<file path="src/wf_pkg.sv">
// Shared widths, register map and types of the wire-frame memory-fill DMA path
package wf_pkg;

  //////////////////////////////
  // Widths
  //////////////////////////////
  localparam int P_MEM_ADRS_W  = 20;
  localparam int P_DMA_LEN_W   = 18;
  localparam int P_DATA_W      = 32;
  localparam int P_BE_W        = 4;
  localparam int P_REG_ADRS_W  = 8;

  // Burst shaping
  localparam int P_BURST_MAX   = 8;
  localparam int P_BURST_LEN_W = 4;

  //////////////////////////////
  // Register map
  //////////////////////////////
  localparam logic [P_REG_ADRS_W-1:0] P_REG_CTRL   = 8'h00;
  localparam logic [P_REG_ADRS_W-1:0] P_REG_TOP    = 8'h04;
  localparam logic [P_REG_ADRS_W-1:0] P_REG_LEN    = 8'h08;
  localparam logic [P_REG_ADRS_W-1:0] P_REG_BE     = 8'h0C;
  localparam logic [P_REG_ADRS_W-1:0] P_REG_WD0    = 8'h10;
  localparam logic [P_REG_ADRS_W-1:0] P_REG_WD1    = 8'h14;
  localparam logic [P_REG_ADRS_W-1:0] P_REG_STATUS = 8'h18;
  localparam logic [P_REG_ADRS_W-1:0] P_REG_INT_EN = 8'h1C;

  //////////////////////////////
  // Types
  //////////////////////////////

  // Fill pattern selected by CTRL bits 2:1
  typedef enum logic [1:0] {
    MODE_FILL   = 2'd0,
    MODE_STRIPE = 2'd1,
    MODE_CLEAR  = 2'd2
  } dma_mode_e;

  // Memory writer states
  typedef enum logic [1:0] {
    WR_IDLE = 2'd0,
    WR_REQ  = 2'd1,
    WR_DATA = 2'd2
  } wr_state_e;

  // One fill word on its way to memory
  typedef struct packed {
    logic [P_MEM_ADRS_W-1:0]  adrs;
    // Words in this burst, only meaningful when first is set
    logic [P_BURST_LEN_W-1:0] burst_len;
    logic [P_BE_W-1:0]        be;
    logic [P_DATA_W-1:0]      wd;
    // Opens a burst
    logic                     first;
    // Closes the whole transfer
    logic                     last;
  } fill_word_t;

endpackage

</file>
<file path="src/wf_dma_cfg_if.sv">
// DMA configuration link from the system controller to the fill generator
interface wf_dma_cfg_if ();
  import wf_pkg::*;

  // One-cycle start pulse
  logic                    start;
  dma_mode_e               mode;
  logic [P_MEM_ADRS_W-1:0] top_adrs;
  // Transfer length in words
  logic [P_DMA_LEN_W-1:0]  length;
  logic [P_BE_W-1:0]       be;
  logic [P_DATA_W-1:0]     wd0;
  logic [P_DATA_W-1:0]     wd1;

  modport regs (
    output start, mode, top_adrs, length, be, wd0, wd1
  );

  modport gen (
    input start, mode, top_adrs, length, be, wd0, wd1
  );

endinterface

</file>
<file path="src/wf_sys_regs.sv">
// System controller with register bus decode, DMA configuration, busy tracking and interrupt
module wf_sys_regs (
  input  logic                            clk_core,
  input  logic                            i_rst_n,
  // Register bus
  input  logic                            i_req,
  input  logic                            i_wr,
  input  logic [wf_pkg::P_REG_ADRS_W-1:0] i_adrs,
  input  logic [wf_pkg::P_BE_W-1:0]       i_be,
  input  logic [wf_pkg::P_DATA_W-1:0]     i_wd,
  output logic                            o_ack,
  output logic                            o_rstr,
  output logic [wf_pkg::P_DATA_W-1:0]     o_rd,
  // DMA status and interrupt
  input  logic                            i_dma_end,
  output logic                            o_int,
  wf_dma_cfg_if.regs                      cfg
);
  import wf_pkg::*;

  logic [P_DATA_W-1:0]     w_bmask;
  logic                    w_wr_en;
  logic                    w_start_ok;
  logic                    w_clr_pend;
  logic [P_DATA_W-1:0]     w_rd_mux;

  logic                    r_rd_pend;
  logic [P_REG_ADRS_W-1:0] r_rd_adrs;
  dma_mode_e               r_mode;
  logic [P_MEM_ADRS_W-1:0] r_top;
  logic [P_DMA_LEN_W-1:0]  r_len;
  logic [P_BE_W-1:0]       r_be;
  logic [P_DATA_W-1:0]     r_wd0;
  logic [P_DATA_W-1:0]     r_wd1;
  logic                    r_int_en;
  logic                    r_start;
  logic                    r_busy;
  logic                    r_pend;

  // Byte lanes selected by the bus byte enables
  assign w_bmask = {{8{i_be[3]}}, {8{i_be[2]}}, {8{i_be[1]}}, {8{i_be[0]}}};
  assign w_wr_en = i_req & i_wr;

  // Start only from idle with a nonzero length
  assign w_start_ok = w_wr_en & (i_adrs == P_REG_CTRL) & i_be[0] & i_wd[0] &
                      ~r_busy & (r_len != '0);
  assign w_clr_pend = w_wr_en & (i_adrs == P_REG_STATUS) & i_be[0] & i_wd[1];

  //////////////////////////////
  // Bus handshake
  //////////////////////////////
  always_ff @(posedge clk_core) begin
    if (!i_rst_n) begin
      o_ack     <= 1'b0;
      o_rstr    <= 1'b0;
      r_rd_pend <= 1'b0;
    end else begin
      o_ack     <= i_req;
      r_rd_pend <= i_req & ~i_wr;
      o_rstr    <= r_rd_pend;
    end
  end

  always_ff @(posedge clk_core) begin
    r_rd_adrs <= i_adrs;
    if (r_rd_pend) begin
      o_rd <= w_rd_mux;
    end
  end

  always_comb begin
    w_rd_mux = '0;
    case (r_rd_adrs)
      P_REG_CTRL:   w_rd_mux[2:1] = r_mode;
      P_REG_TOP:    w_rd_mux[P_MEM_ADRS_W-1:0] = r_top;
      P_REG_LEN:    w_rd_mux[P_DMA_LEN_W-1:0] = r_len;
      P_REG_BE:     w_rd_mux[P_BE_W-1:0] = r_be;
      P_REG_WD0:    w_rd_mux = r_wd0;
      P_REG_WD1:    w_rd_mux = r_wd1;
      P_REG_STATUS: w_rd_mux[1:0] = {r_pend, r_busy};
      P_REG_INT_EN: w_rd_mux[0] = r_int_en;
      default:      w_rd_mux = '0;
    endcase
  end

  //////////////////////////////
  // Configuration registers
  //////////////////////////////
  always_ff @(posedge clk_core) begin
    if (!i_rst_n) begin
      r_mode   <= MODE_FILL;
      r_top    <= '0;
      r_len    <= '0;
      r_be     <= '0;
      r_wd0    <= '0;
      r_wd1    <= '0;
      r_int_en <= 1'b0;
    end else if (w_wr_en) begin
      case (i_adrs)
        P_REG_CTRL: begin
          if (i_be[0]) begin
            r_mode <= dma_mode_e'(i_wd[2:1]);
          end
        end
        P_REG_TOP: r_top <= (r_top & ~w_bmask[P_MEM_ADRS_W-1:0]) |
                            (i_wd[P_MEM_ADRS_W-1:0] & w_bmask[P_MEM_ADRS_W-1:0]);
        P_REG_LEN: r_len <= (r_len & ~w_bmask[P_DMA_LEN_W-1:0]) |
                            (i_wd[P_DMA_LEN_W-1:0] & w_bmask[P_DMA_LEN_W-1:0]);
        P_REG_BE:  r_be <= (r_be & ~w_bmask[P_BE_W-1:0]) |
                           (i_wd[P_BE_W-1:0] & w_bmask[P_BE_W-1:0]);
        P_REG_WD0: r_wd0 <= (r_wd0 & ~w_bmask) | (i_wd & w_bmask);
        P_REG_WD1: r_wd1 <= (r_wd1 & ~w_bmask) | (i_wd & w_bmask);
        P_REG_INT_EN: begin
          if (i_be[0]) begin
            r_int_en <= i_wd[0];
          end
        end
        default: r_int_en <= r_int_en;
      endcase
    end
  end

  // Start pulse, busy and interrupt pending
  always_ff @(posedge clk_core) begin
    if (!i_rst_n) begin
      r_start <= 1'b0;
      r_busy  <= 1'b0;
      r_pend  <= 1'b0;
    end else begin
      r_start <= w_start_ok;
      if (w_start_ok) begin
        r_busy <= 1'b1;
      end else if (i_dma_end) begin
        r_busy <= 1'b0;
      end
      // A new end event wins over a clear in the same cycle
      if (i_dma_end) begin
        r_pend <= 1'b1;
      end else if (w_clr_pend) begin
        r_pend <= 1'b0;
      end
    end
  end

  assign o_int = r_pend & r_int_en;

  assign cfg.start    = r_start;
  assign cfg.mode     = r_mode;
  assign cfg.top_adrs = r_top;
  assign cfg.length   = r_len;
  assign cfg.be       = r_be;
  assign cfg.wd0      = r_wd0;
  assign cfg.wd1      = r_wd1;

endmodule

</file>
<file path="src/wf_fill_gen.sv">
// DMA fill engine that produces addressed, patterned words split into bursts
module wf_fill_gen (
  input  logic               clk_core,
  input  logic               i_rst_n,
  wf_dma_cfg_if.gen          cfg,
  // Word FIFO write side
  output logic               o_push,
  output wf_pkg::fill_word_t o_word,
  input  logic               i_full
);
  import wf_pkg::*;

  logic                                r_active;
  logic [P_DMA_LEN_W-1:0]              r_remain;
  logic [$clog2(P_BURST_MAX)-1:0]      r_pos;
  logic                                r_odd;
  logic [P_MEM_ADRS_W-1:0]             r_adrs;
  dma_mode_e                           r_mode;
  logic [P_BE_W-1:0]                   r_be;
  logic [P_DATA_W-1:0]                 r_wd0;
  logic [P_DATA_W-1:0]                 r_wd1;
  logic [P_BURST_LEN_W-1:0]            r_burst_len;

  logic                                w_first;
  logic                                w_last;
  logic [P_BURST_LEN_W-1:0]            w_new_len;
  logic [P_DATA_W-1:0]                 w_data;

  assign o_push  = r_active & ~i_full;
  assign w_first = (r_pos == '0);
  assign w_last  = (r_remain == P_DMA_LEN_W'(1));

  // Burst length at an eight-word boundary
  always_comb begin
    if (r_remain >= P_DMA_LEN_W'(P_BURST_MAX)) begin
      w_new_len = P_BURST_LEN_W'(P_BURST_MAX);
    end else begin
      w_new_len = r_remain[P_BURST_LEN_W-1:0];
    end
  end

  // Data pattern by mode and offset parity
  always_comb begin
    case (r_mode)
      MODE_FILL:   w_data = r_wd0;
      MODE_STRIPE: w_data = r_odd ? r_wd1 : r_wd0;
      default:     w_data = '0;
    endcase
  end

  always_comb begin
    o_word.adrs      = r_adrs;
    o_word.burst_len = w_first ? w_new_len : r_burst_len;
    o_word.be        = r_be;
    o_word.wd        = w_data;
    o_word.first     = w_first;
    o_word.last      = w_last;
  end

  //////////////////////////////
  // Transfer control
  //////////////////////////////
  always_ff @(posedge clk_core) begin
    if (!i_rst_n) begin
      r_active <= 1'b0;
      r_remain <= '0;
      r_pos    <= '0;
      r_odd    <= 1'b0;
    end else if (cfg.start) begin
      r_active <= 1'b1;
      r_remain <= cfg.length;
      r_pos    <= '0;
      r_odd    <= 1'b0;
    end else if (o_push) begin
      r_remain <= r_remain - 1'b1;
      r_pos    <= r_pos + 1'b1;
      r_odd    <= ~r_odd;
      if (w_last) begin
        r_active <= 1'b0;
      end
    end
  end

  // Latched configuration and running address
  always_ff @(posedge clk_core) begin
    if (cfg.start) begin
      r_adrs <= cfg.top_adrs;
      r_mode <= cfg.mode;
      r_be   <= cfg.be;
      r_wd0  <= cfg.wd0;
      r_wd1  <= cfg.wd1;
    end else if (o_push) begin
      r_adrs <= r_adrs + 1'b1;
      if (w_first) begin
        r_burst_len <= w_new_len;
      end
    end
  end

endmodule

</file>
<file path="src/wf_word_fifo.sv">
// Synchronous FIFO of fill words between the generator and the memory writer
module wf_word_fifo #(
  parameter int P_DEPTH = 16
) (
  input  logic               clk_core,
  input  logic               i_rst_n,
  // Write side
  input  logic               i_push,
  input  wf_pkg::fill_word_t i_word,
  output logic               o_full,
  // Read side
  input  logic               i_pop,
  output logic               o_valid,
  output wf_pkg::fill_word_t o_word
);
  import wf_pkg::*;

  fill_word_t                   r_mem [P_DEPTH];
  logic [$clog2(P_DEPTH)-1:0]   r_wp;
  logic [$clog2(P_DEPTH)-1:0]   r_rp;
  logic [$clog2(P_DEPTH):0]     r_cnt;
  logic                         w_do_push;
  logic                         w_do_pop;

  assign o_full    = (r_cnt == P_DEPTH);
  assign o_valid   = (r_cnt != '0);
  assign w_do_push = i_push & ~o_full;
  assign w_do_pop  = i_pop & o_valid;
  assign o_word    = r_mem[r_rp];

  always_ff @(posedge clk_core) begin
    if (w_do_push) begin
      r_mem[r_wp] <= i_word;
    end
  end

  // Pointers wrap naturally at a power-of-two depth
  always_ff @(posedge clk_core) begin
    if (!i_rst_n) begin
      r_wp  <= '0;
      r_rp  <= '0;
      r_cnt <= '0;
    end else begin
      if (w_do_push) begin
        r_wp <= r_wp + 1'b1;
      end
      if (w_do_pop) begin
        r_rp <= r_rp + 1'b1;
      end
      case ({w_do_push, w_do_pop})
        2'b10:   r_cnt <= r_cnt + 1'b1;
        2'b01:   r_cnt <= r_cnt - 1'b1;
        default: r_cnt <= r_cnt;
      endcase
    end
  end

endmodule

</file>
<file path="src/wf_mem_writer.sv">
// Memory write port that issues bursts and streams fill words to external memory
module wf_mem_writer (
  input  logic                             clk_core,
  input  logic                             i_rst_n,
  // Word FIFO read side
  input  logic                             i_valid,
  input  wf_pkg::fill_word_t               i_word,
  output logic                             o_pop,
  // Memory port
  output logic                             o_req_mem,
  output logic [wf_pkg::P_MEM_ADRS_W-1:0]  o_adrs_mem,
  output logic [wf_pkg::P_BURST_LEN_W-1:0] o_len_mem,
  input  logic                             i_ack_mem,
  output logic                             o_strw_mem,
  output logic [wf_pkg::P_BE_W-1:0]        o_be_mem,
  output logic [wf_pkg::P_DATA_W-1:0]      o_wd_mem,
  input  logic                             i_ackw_mem,
  // Transfer done
  output logic                             o_dma_end
);
  import wf_pkg::*;

  wr_state_e                r_state;
  logic [P_MEM_ADRS_W-1:0]  r_adrs;
  logic [P_BURST_LEN_W-1:0] r_len;
  // Words already taken in this burst
  logic [P_BURST_LEN_W-1:0] r_cnt;
  logic                     w_burst_done;

  assign o_req_mem    = (r_state == WR_REQ);
  assign o_adrs_mem   = r_adrs;
  assign o_len_mem    = r_len;
  assign o_strw_mem   = (r_state == WR_DATA) & i_valid;
  assign o_be_mem     = i_word.be;
  assign o_wd_mem     = i_word.wd;
  assign o_pop        = o_strw_mem & i_ackw_mem;
  assign o_dma_end    = o_pop & i_word.last;
  assign w_burst_done = o_pop & (r_cnt == r_len - 1'b1);

  //////////////////////////////
  // Burst FSM
  //////////////////////////////
  always_ff @(posedge clk_core) begin
    if (!i_rst_n) begin
      r_state <= WR_IDLE;
      r_cnt   <= '0;
    end else begin
      case (r_state)
        WR_IDLE: begin
          r_cnt <= '0;
          if (i_valid && i_word.first) begin
            r_state <= WR_REQ;
          end
        end
        WR_REQ: begin
          if (i_ack_mem) begin
            r_state <= WR_DATA;
          end
        end
        WR_DATA: begin
          if (w_burst_done) begin
            r_state <= WR_IDLE;
          end else if (o_pop) begin
            r_cnt <= r_cnt + 1'b1;
          end
        end
        default: r_state <= WR_IDLE;
      endcase
    end
  end

  // Burst header from the head entry
  always_ff @(posedge clk_core) begin
    if (r_state == WR_IDLE && i_valid && i_word.first) begin
      r_adrs <= i_word.adrs;
      r_len  <= i_word.burst_len;
    end
  end

endmodule

</file>
<file path="src/wf_fill_top.sv">
// Top level of the memory-fill DMA path with register bus and memory write port
module wf_fill_top (
  input  logic                             clk_core,
  input  logic                             i_rst_n,
  // Register bus
  input  logic                             i_req,
  input  logic                             i_wr,
  input  logic [wf_pkg::P_REG_ADRS_W-1:0]  i_adrs,
  input  logic [wf_pkg::P_BE_W-1:0]        i_be,
  input  logic [wf_pkg::P_DATA_W-1:0]      i_wd,
  output logic                             o_ack,
  output logic                             o_rstr,
  output logic [wf_pkg::P_DATA_W-1:0]      o_rd,
  // Memory port
  output logic                             o_req_mem,
  output logic [wf_pkg::P_MEM_ADRS_W-1:0]  o_adrs_mem,
  output logic [wf_pkg::P_BURST_LEN_W-1:0] o_len_mem,
  input  logic                             i_ack_mem,
  output logic                             o_strw_mem,
  output logic [wf_pkg::P_BE_W-1:0]        o_be_mem,
  output logic [wf_pkg::P_DATA_W-1:0]      o_wd_mem,
  input  logic                             i_ackw_mem,
  // Interrupt
  output logic                             o_int
);
  import wf_pkg::*;

  //////////////////////////////
  // Internal links
  //////////////////////////////
  logic       w_dma_end;
  logic       w_push;
  fill_word_t w_push_word;
  logic       w_full;
  logic       w_head_valid;
  fill_word_t w_head_word;
  logic       w_pop;

  wf_dma_cfg_if u_cfg_if ();

  wf_sys_regs u_sys_regs (
    .clk_core (clk_core),
    .i_rst_n  (i_rst_n),
    .i_req    (i_req),
    .i_wr     (i_wr),
    .i_adrs   (i_adrs),
    .i_be     (i_be),
    .i_wd     (i_wd),
    .o_ack    (o_ack),
    .o_rstr   (o_rstr),
    .o_rd     (o_rd),
    .i_dma_end(w_dma_end),
    .o_int    (o_int),
    .cfg      (u_cfg_if.regs)
  );

  wf_fill_gen u_fill_gen (
    .clk_core(clk_core),
    .i_rst_n (i_rst_n),
    .cfg     (u_cfg_if.gen),
    .o_push  (w_push),
    .o_word  (w_push_word),
    .i_full  (w_full)
  );

  wf_word_fifo u_word_fifo (
    .clk_core(clk_core),
    .i_rst_n (i_rst_n),
    .i_push  (w_push),
    .i_word  (w_push_word),
    .o_full  (w_full),
    .i_pop   (w_pop),
    .o_valid (w_head_valid),
    .o_word  (w_head_word)
  );

  wf_mem_writer u_mem_writer (
    .clk_core  (clk_core),
    .i_rst_n   (i_rst_n),
    .i_valid   (w_head_valid),
    .i_word    (w_head_word),
    .o_pop     (w_pop),
    .o_req_mem (o_req_mem),
    .o_adrs_mem(o_adrs_mem),
    .o_len_mem (o_len_mem),
    .i_ack_mem (i_ack_mem),
    .o_strw_mem(o_strw_mem),
    .o_be_mem  (o_be_mem),
    .o_wd_mem  (o_wd_mem),
    .i_ackw_mem(i_ackw_mem),
    .o_dma_end (w_dma_end)
  );

endmodule

</file>
<file path="config.mk">
export PLATFORM = sky130hd
export DESIGN_NAME = wf_fill_top
export DESIGN_NICKNAME = d
export VERILOG_FILES = /design/src/wf_pkg.sv /design/src/wf_dma_cfg_if.sv /design/src/wf_sys_regs.sv /design/src/wf_fill_gen.sv /design/src/wf_word_fifo.sv /design/src/wf_mem_writer.sv /design/src/wf_fill_top.sv
export SDC_FILE = /design/constraint.sdc
export NUM_CORES = 1
export LEC_CHECK = 0
export ABC_AREA = 0
export BUFFER_PORTS_ARGS = -buffer_cell sky130_fd_sc_hd__clkbuf_2
export CAP_MARGIN = 10
export CORE_MARGIN = 5
export CORE_UTILIZATION = 60
export DETAILED_ROUTE_END_ITERATION = 10
export GPL_ROUTABILITY_DRIVEN = 0
export PLACE_DENSITY_LB_ADDON = 0.15
export SKIP_CTS_REPAIR_TIMING = 1
export SLEW_MARGIN = 20
export SYNTH_ARGS = -nofsm -noshare
export SYNTH_HDL_FRONTEND = slang
export SYNTH_SLANG_ARGS = --single-unit
</file>
<file path="constraint.sdc">
create_clock -name clk_core -period 9.2 [get_ports clk_core]
set_input_delay 2.3 -clock clk_core [delete_from_list [all_inputs] [get_ports clk_core]]
set_output_delay 2.3 -clock clk_core [all_outputs]
set_load 0.01 [all_outputs]
</file>
==> results.yml <==
timing:
  max_freq_mhz: 166
  hold_viol: 0
  tightest_slew_ps: 1180
  slew_viol_final: 0
  whs_ps: 457
  setup_viol: 0
  slew_headroom_pct: 20.4
  rsz0062_at_grt: "false"
  finalCritPeriodShare_pct: 65.3
  fin_setup_tns_ps: 0
  min_period_ps: 6010
  finalClockSkew_ps: 28.5
cts:
  cts_tree: "done"
  clock_sinks: 1311
  path_clk_slew_ps: 60
  cts_made_buffers: 133
  clk_latency_ps: 730
  htreeDepth: 4
  cts_root_buf: "clkbuf_16"
  cts_buffer_depth: 3
worst_setup_path:
  cpMostUsedCell: "mux4_2"
  path_class: "register to primary output"
  start_kind: "register"
  max_stage_delay_ps: 810
  cp_max_fo: 51
  arrival_ps: 3710
  crit_buf_inv: 2
  crit_slowest_cell: "buf_4"
  worst_path_dominant_cell_family: "multiplexers"
  worstPathRequired_ps: 6900
  end_kind: "primary output"
  path_cells: "buf_4, mux4_2, mux4_2, clkbuf_2"
synth:
  yosys-top-cells-count: "edfxtp_1, mux4_2, nand2_1"
  synthTopCellsByArea: "edfxtp_1, mux4_2, dfxtp_1, mux2i_1, nand2_1"
  synth_edf_count: 1142
  ys.warnings.count: 0
  async_flop_share_pct: 0
  yosysMostFrequentCell: "edfxtp_1"
  yosys_most_used_dff: "edfxtp_1"
  yosysTopAreaCell: "edfxtp_1"
  syn-mean-instance-area_sq_um: 18.8
  syn-instance-count: 2711
  yosysUniqueCellTypes: 65
  synth.net_count: 2778
  netlist_area_sq_mm: 0.0510
  synth_seq_area_share_pct: 73.8
  ys_ff_latch: 1311
  netlist.area_leader.share_pct: 67.2
detailed_routing:
  vias: 26300
  drt_iter0_markers: 3303
  drt-vias-per-instance: 6.35
  route.antenna.remaining_nets: 0
  drc_errors: 0
  dr.pass1.iters: 7
  drt-total-wl_microns: 120000
  avgRoutedWirePerCell_microns: 29.1
power:
  power_uw: 11700
  peakVddDrop_uv: 197
  power.static_leakage_uw: 0.0202
  power.density_mw_per_mm2: 203
grt:
  grtUsageTotal_pct: 26.8
  grt_max_degree: 160
  grt_pass1_wl_microns: 177000
  grt_pass1_vias: 26700
  antenna_found_initial: 5
  grt_overflow: 0
placed_design:
  numPortBuffers: 146
  placed_cell_area_sq_mm: 0.0531
  hpwl_microns: 67800
cells_and_area:
  ff_latch_area_sq_mm: 0.0377
  fin_nets: 2948
  postLayoutCellArea_sq_mm: 0.0573
  drive_above_1_share_pct: 25.6
  multi_input_area_sq_mm: 0.0126
  fill_cells: 5393
  area_growth_pct: 12.4
flow_run:
  maxCapViolCount: 0
floorplanning:
  start_util_pct: 60.2
  die_h_microns: 302
  fp.coreArea_sq_mm: 0.0847
  io_pins: 147
  die-area_sq_mm: 0.0910
  die_x_microns: 302
  fp-row-count: 107
status:
  outcome: "completed"
min_path:
  hold_path.class: "register to register"
through the flow:
stage	cells	utilization, %	worst slack, ps
2_1_floorplan	2711	-	2960
3_3_place_gp	3890	62.6	3900
3_5_place_dp	3890	62.6	3860
4_1_cts	4130	67.6	3070
5_1_grt	4133	67.7	2900
6_report	4134	67.7	3190
logic make-up (layout without fill, tap and decap cells):
group / after synthesis / in the layout / share of synthesized area, %
other cells: 0 / 4 / 0
flops: 1311 / 1311 / 73.8
compound gates: 255 / 255 / 3.24
simple gates: 488 / 488 / 4.83
xor+xnor: 52 / 52 / 0.893
buf+inv: 201 / 476 / 1.83
mux: 387 / 387 / 15.0
fa+ha+maj: 17 / 17 / 0.417
state kept, by name, summed over array words and instances, names as in the netlist, 2 cells and up, named ones only:
name	count
u_mem_writer.r_cnt	4
u_fill_gen.r_mode	2
u_mem_writer.o_len_mem	4
u_sys_regs.r_rd_adrs	8
u_mem_writer.o_adrs_mem	20
u_word_fifo.r_wp	4
u_mem_writer.r_state	2
u_fill_gen.r_be	4
u_fill_gen.r_wd1	32
u_fill_gen.r_pos	3
u_fill_gen.r_remain	18
u_sys_regs.cfg.mode	2
u_word_fifo.r_cnt	5
u_fill_gen.r_wd0	32
u_word_fifo.r_mem	992
u_fill_gen.r_adrs	20
u_fill_gen.r_burst_len	4
u_sys_regs.o_rd	32
u_word_fifo.r_rp	4
worst paths after layout:
path / end / slack (ps) / startpoint / cells after the start
max: o_wd_mem[17] / 3190 / register / 4
min: u_fill_gen.r_wd0[13]$_DFFE_PP_ / 460 / register / 0
max reg2reg: u_mem_writer.o_adrs_mem[18]$_DFFE_PP_ / 5420 / register / 4
min reg2reg: u_fill_gen.r_wd0[13]$_DFFE_PP_ / 460 / register / 0
layout by cell type, fill, tap and decap left out, drive strengths merged, types with 6 or more instances in the layout:
master / instances
clkinv: 42
nand3b: 6
xor2: 20
nand2b: 8
clkbuf: 322
a21oi: 56
edfxtp: 1142
inv: 25
and2: 13
nand4: 14
nand3: 82
a21boi: 72
buf: 72
nand2: 197
a22o: 15
mux2i: 83
dfxtp: 169
bufinv: 10
nor2: 46
and3: 10
a22oi: 18
mux4: 300
nor4: 11
xnor2: 32
o21ai: 63
nor3: 14
nor2b: 56
or4: 8
nor3b: 6
ha: 17
per-layer routing:
layer	GRT usage [%]	vias to the layer above	wire, microns
li1	-	11100	-
met1	38.8	13700	48900
met2	43.1	1207	58800
met3	4.79	194	9420
met4	7.13	0	2950
met5	0	-	0
area by class of cell:
type	count	area share, %
diodes	4	0.0175
flip-flops and latches	1311	65.7
inverters	19	0.124
clock buffers	177	6.26
multi-input cells	1199	22.0
clock inverters	63	1.11
well taps	1144	2.50
repair buffers	217	2.26
worst reg2reg max path: stages, from the launching register on:
cell     delay [ps]
dfxtp_4         830
buf_12          740
buf_4           950
mux4_2          430
mux4_2          550
power breakdown:
part	total [uW]	switching, uW	internal (uW)
clock	5210	2180	3030
sequential	6380	6.12	6370
combinational	62.1	39.9	22.1
total	11700	2220	9430
Note: power is estimated with default switching activity, not from simulation.
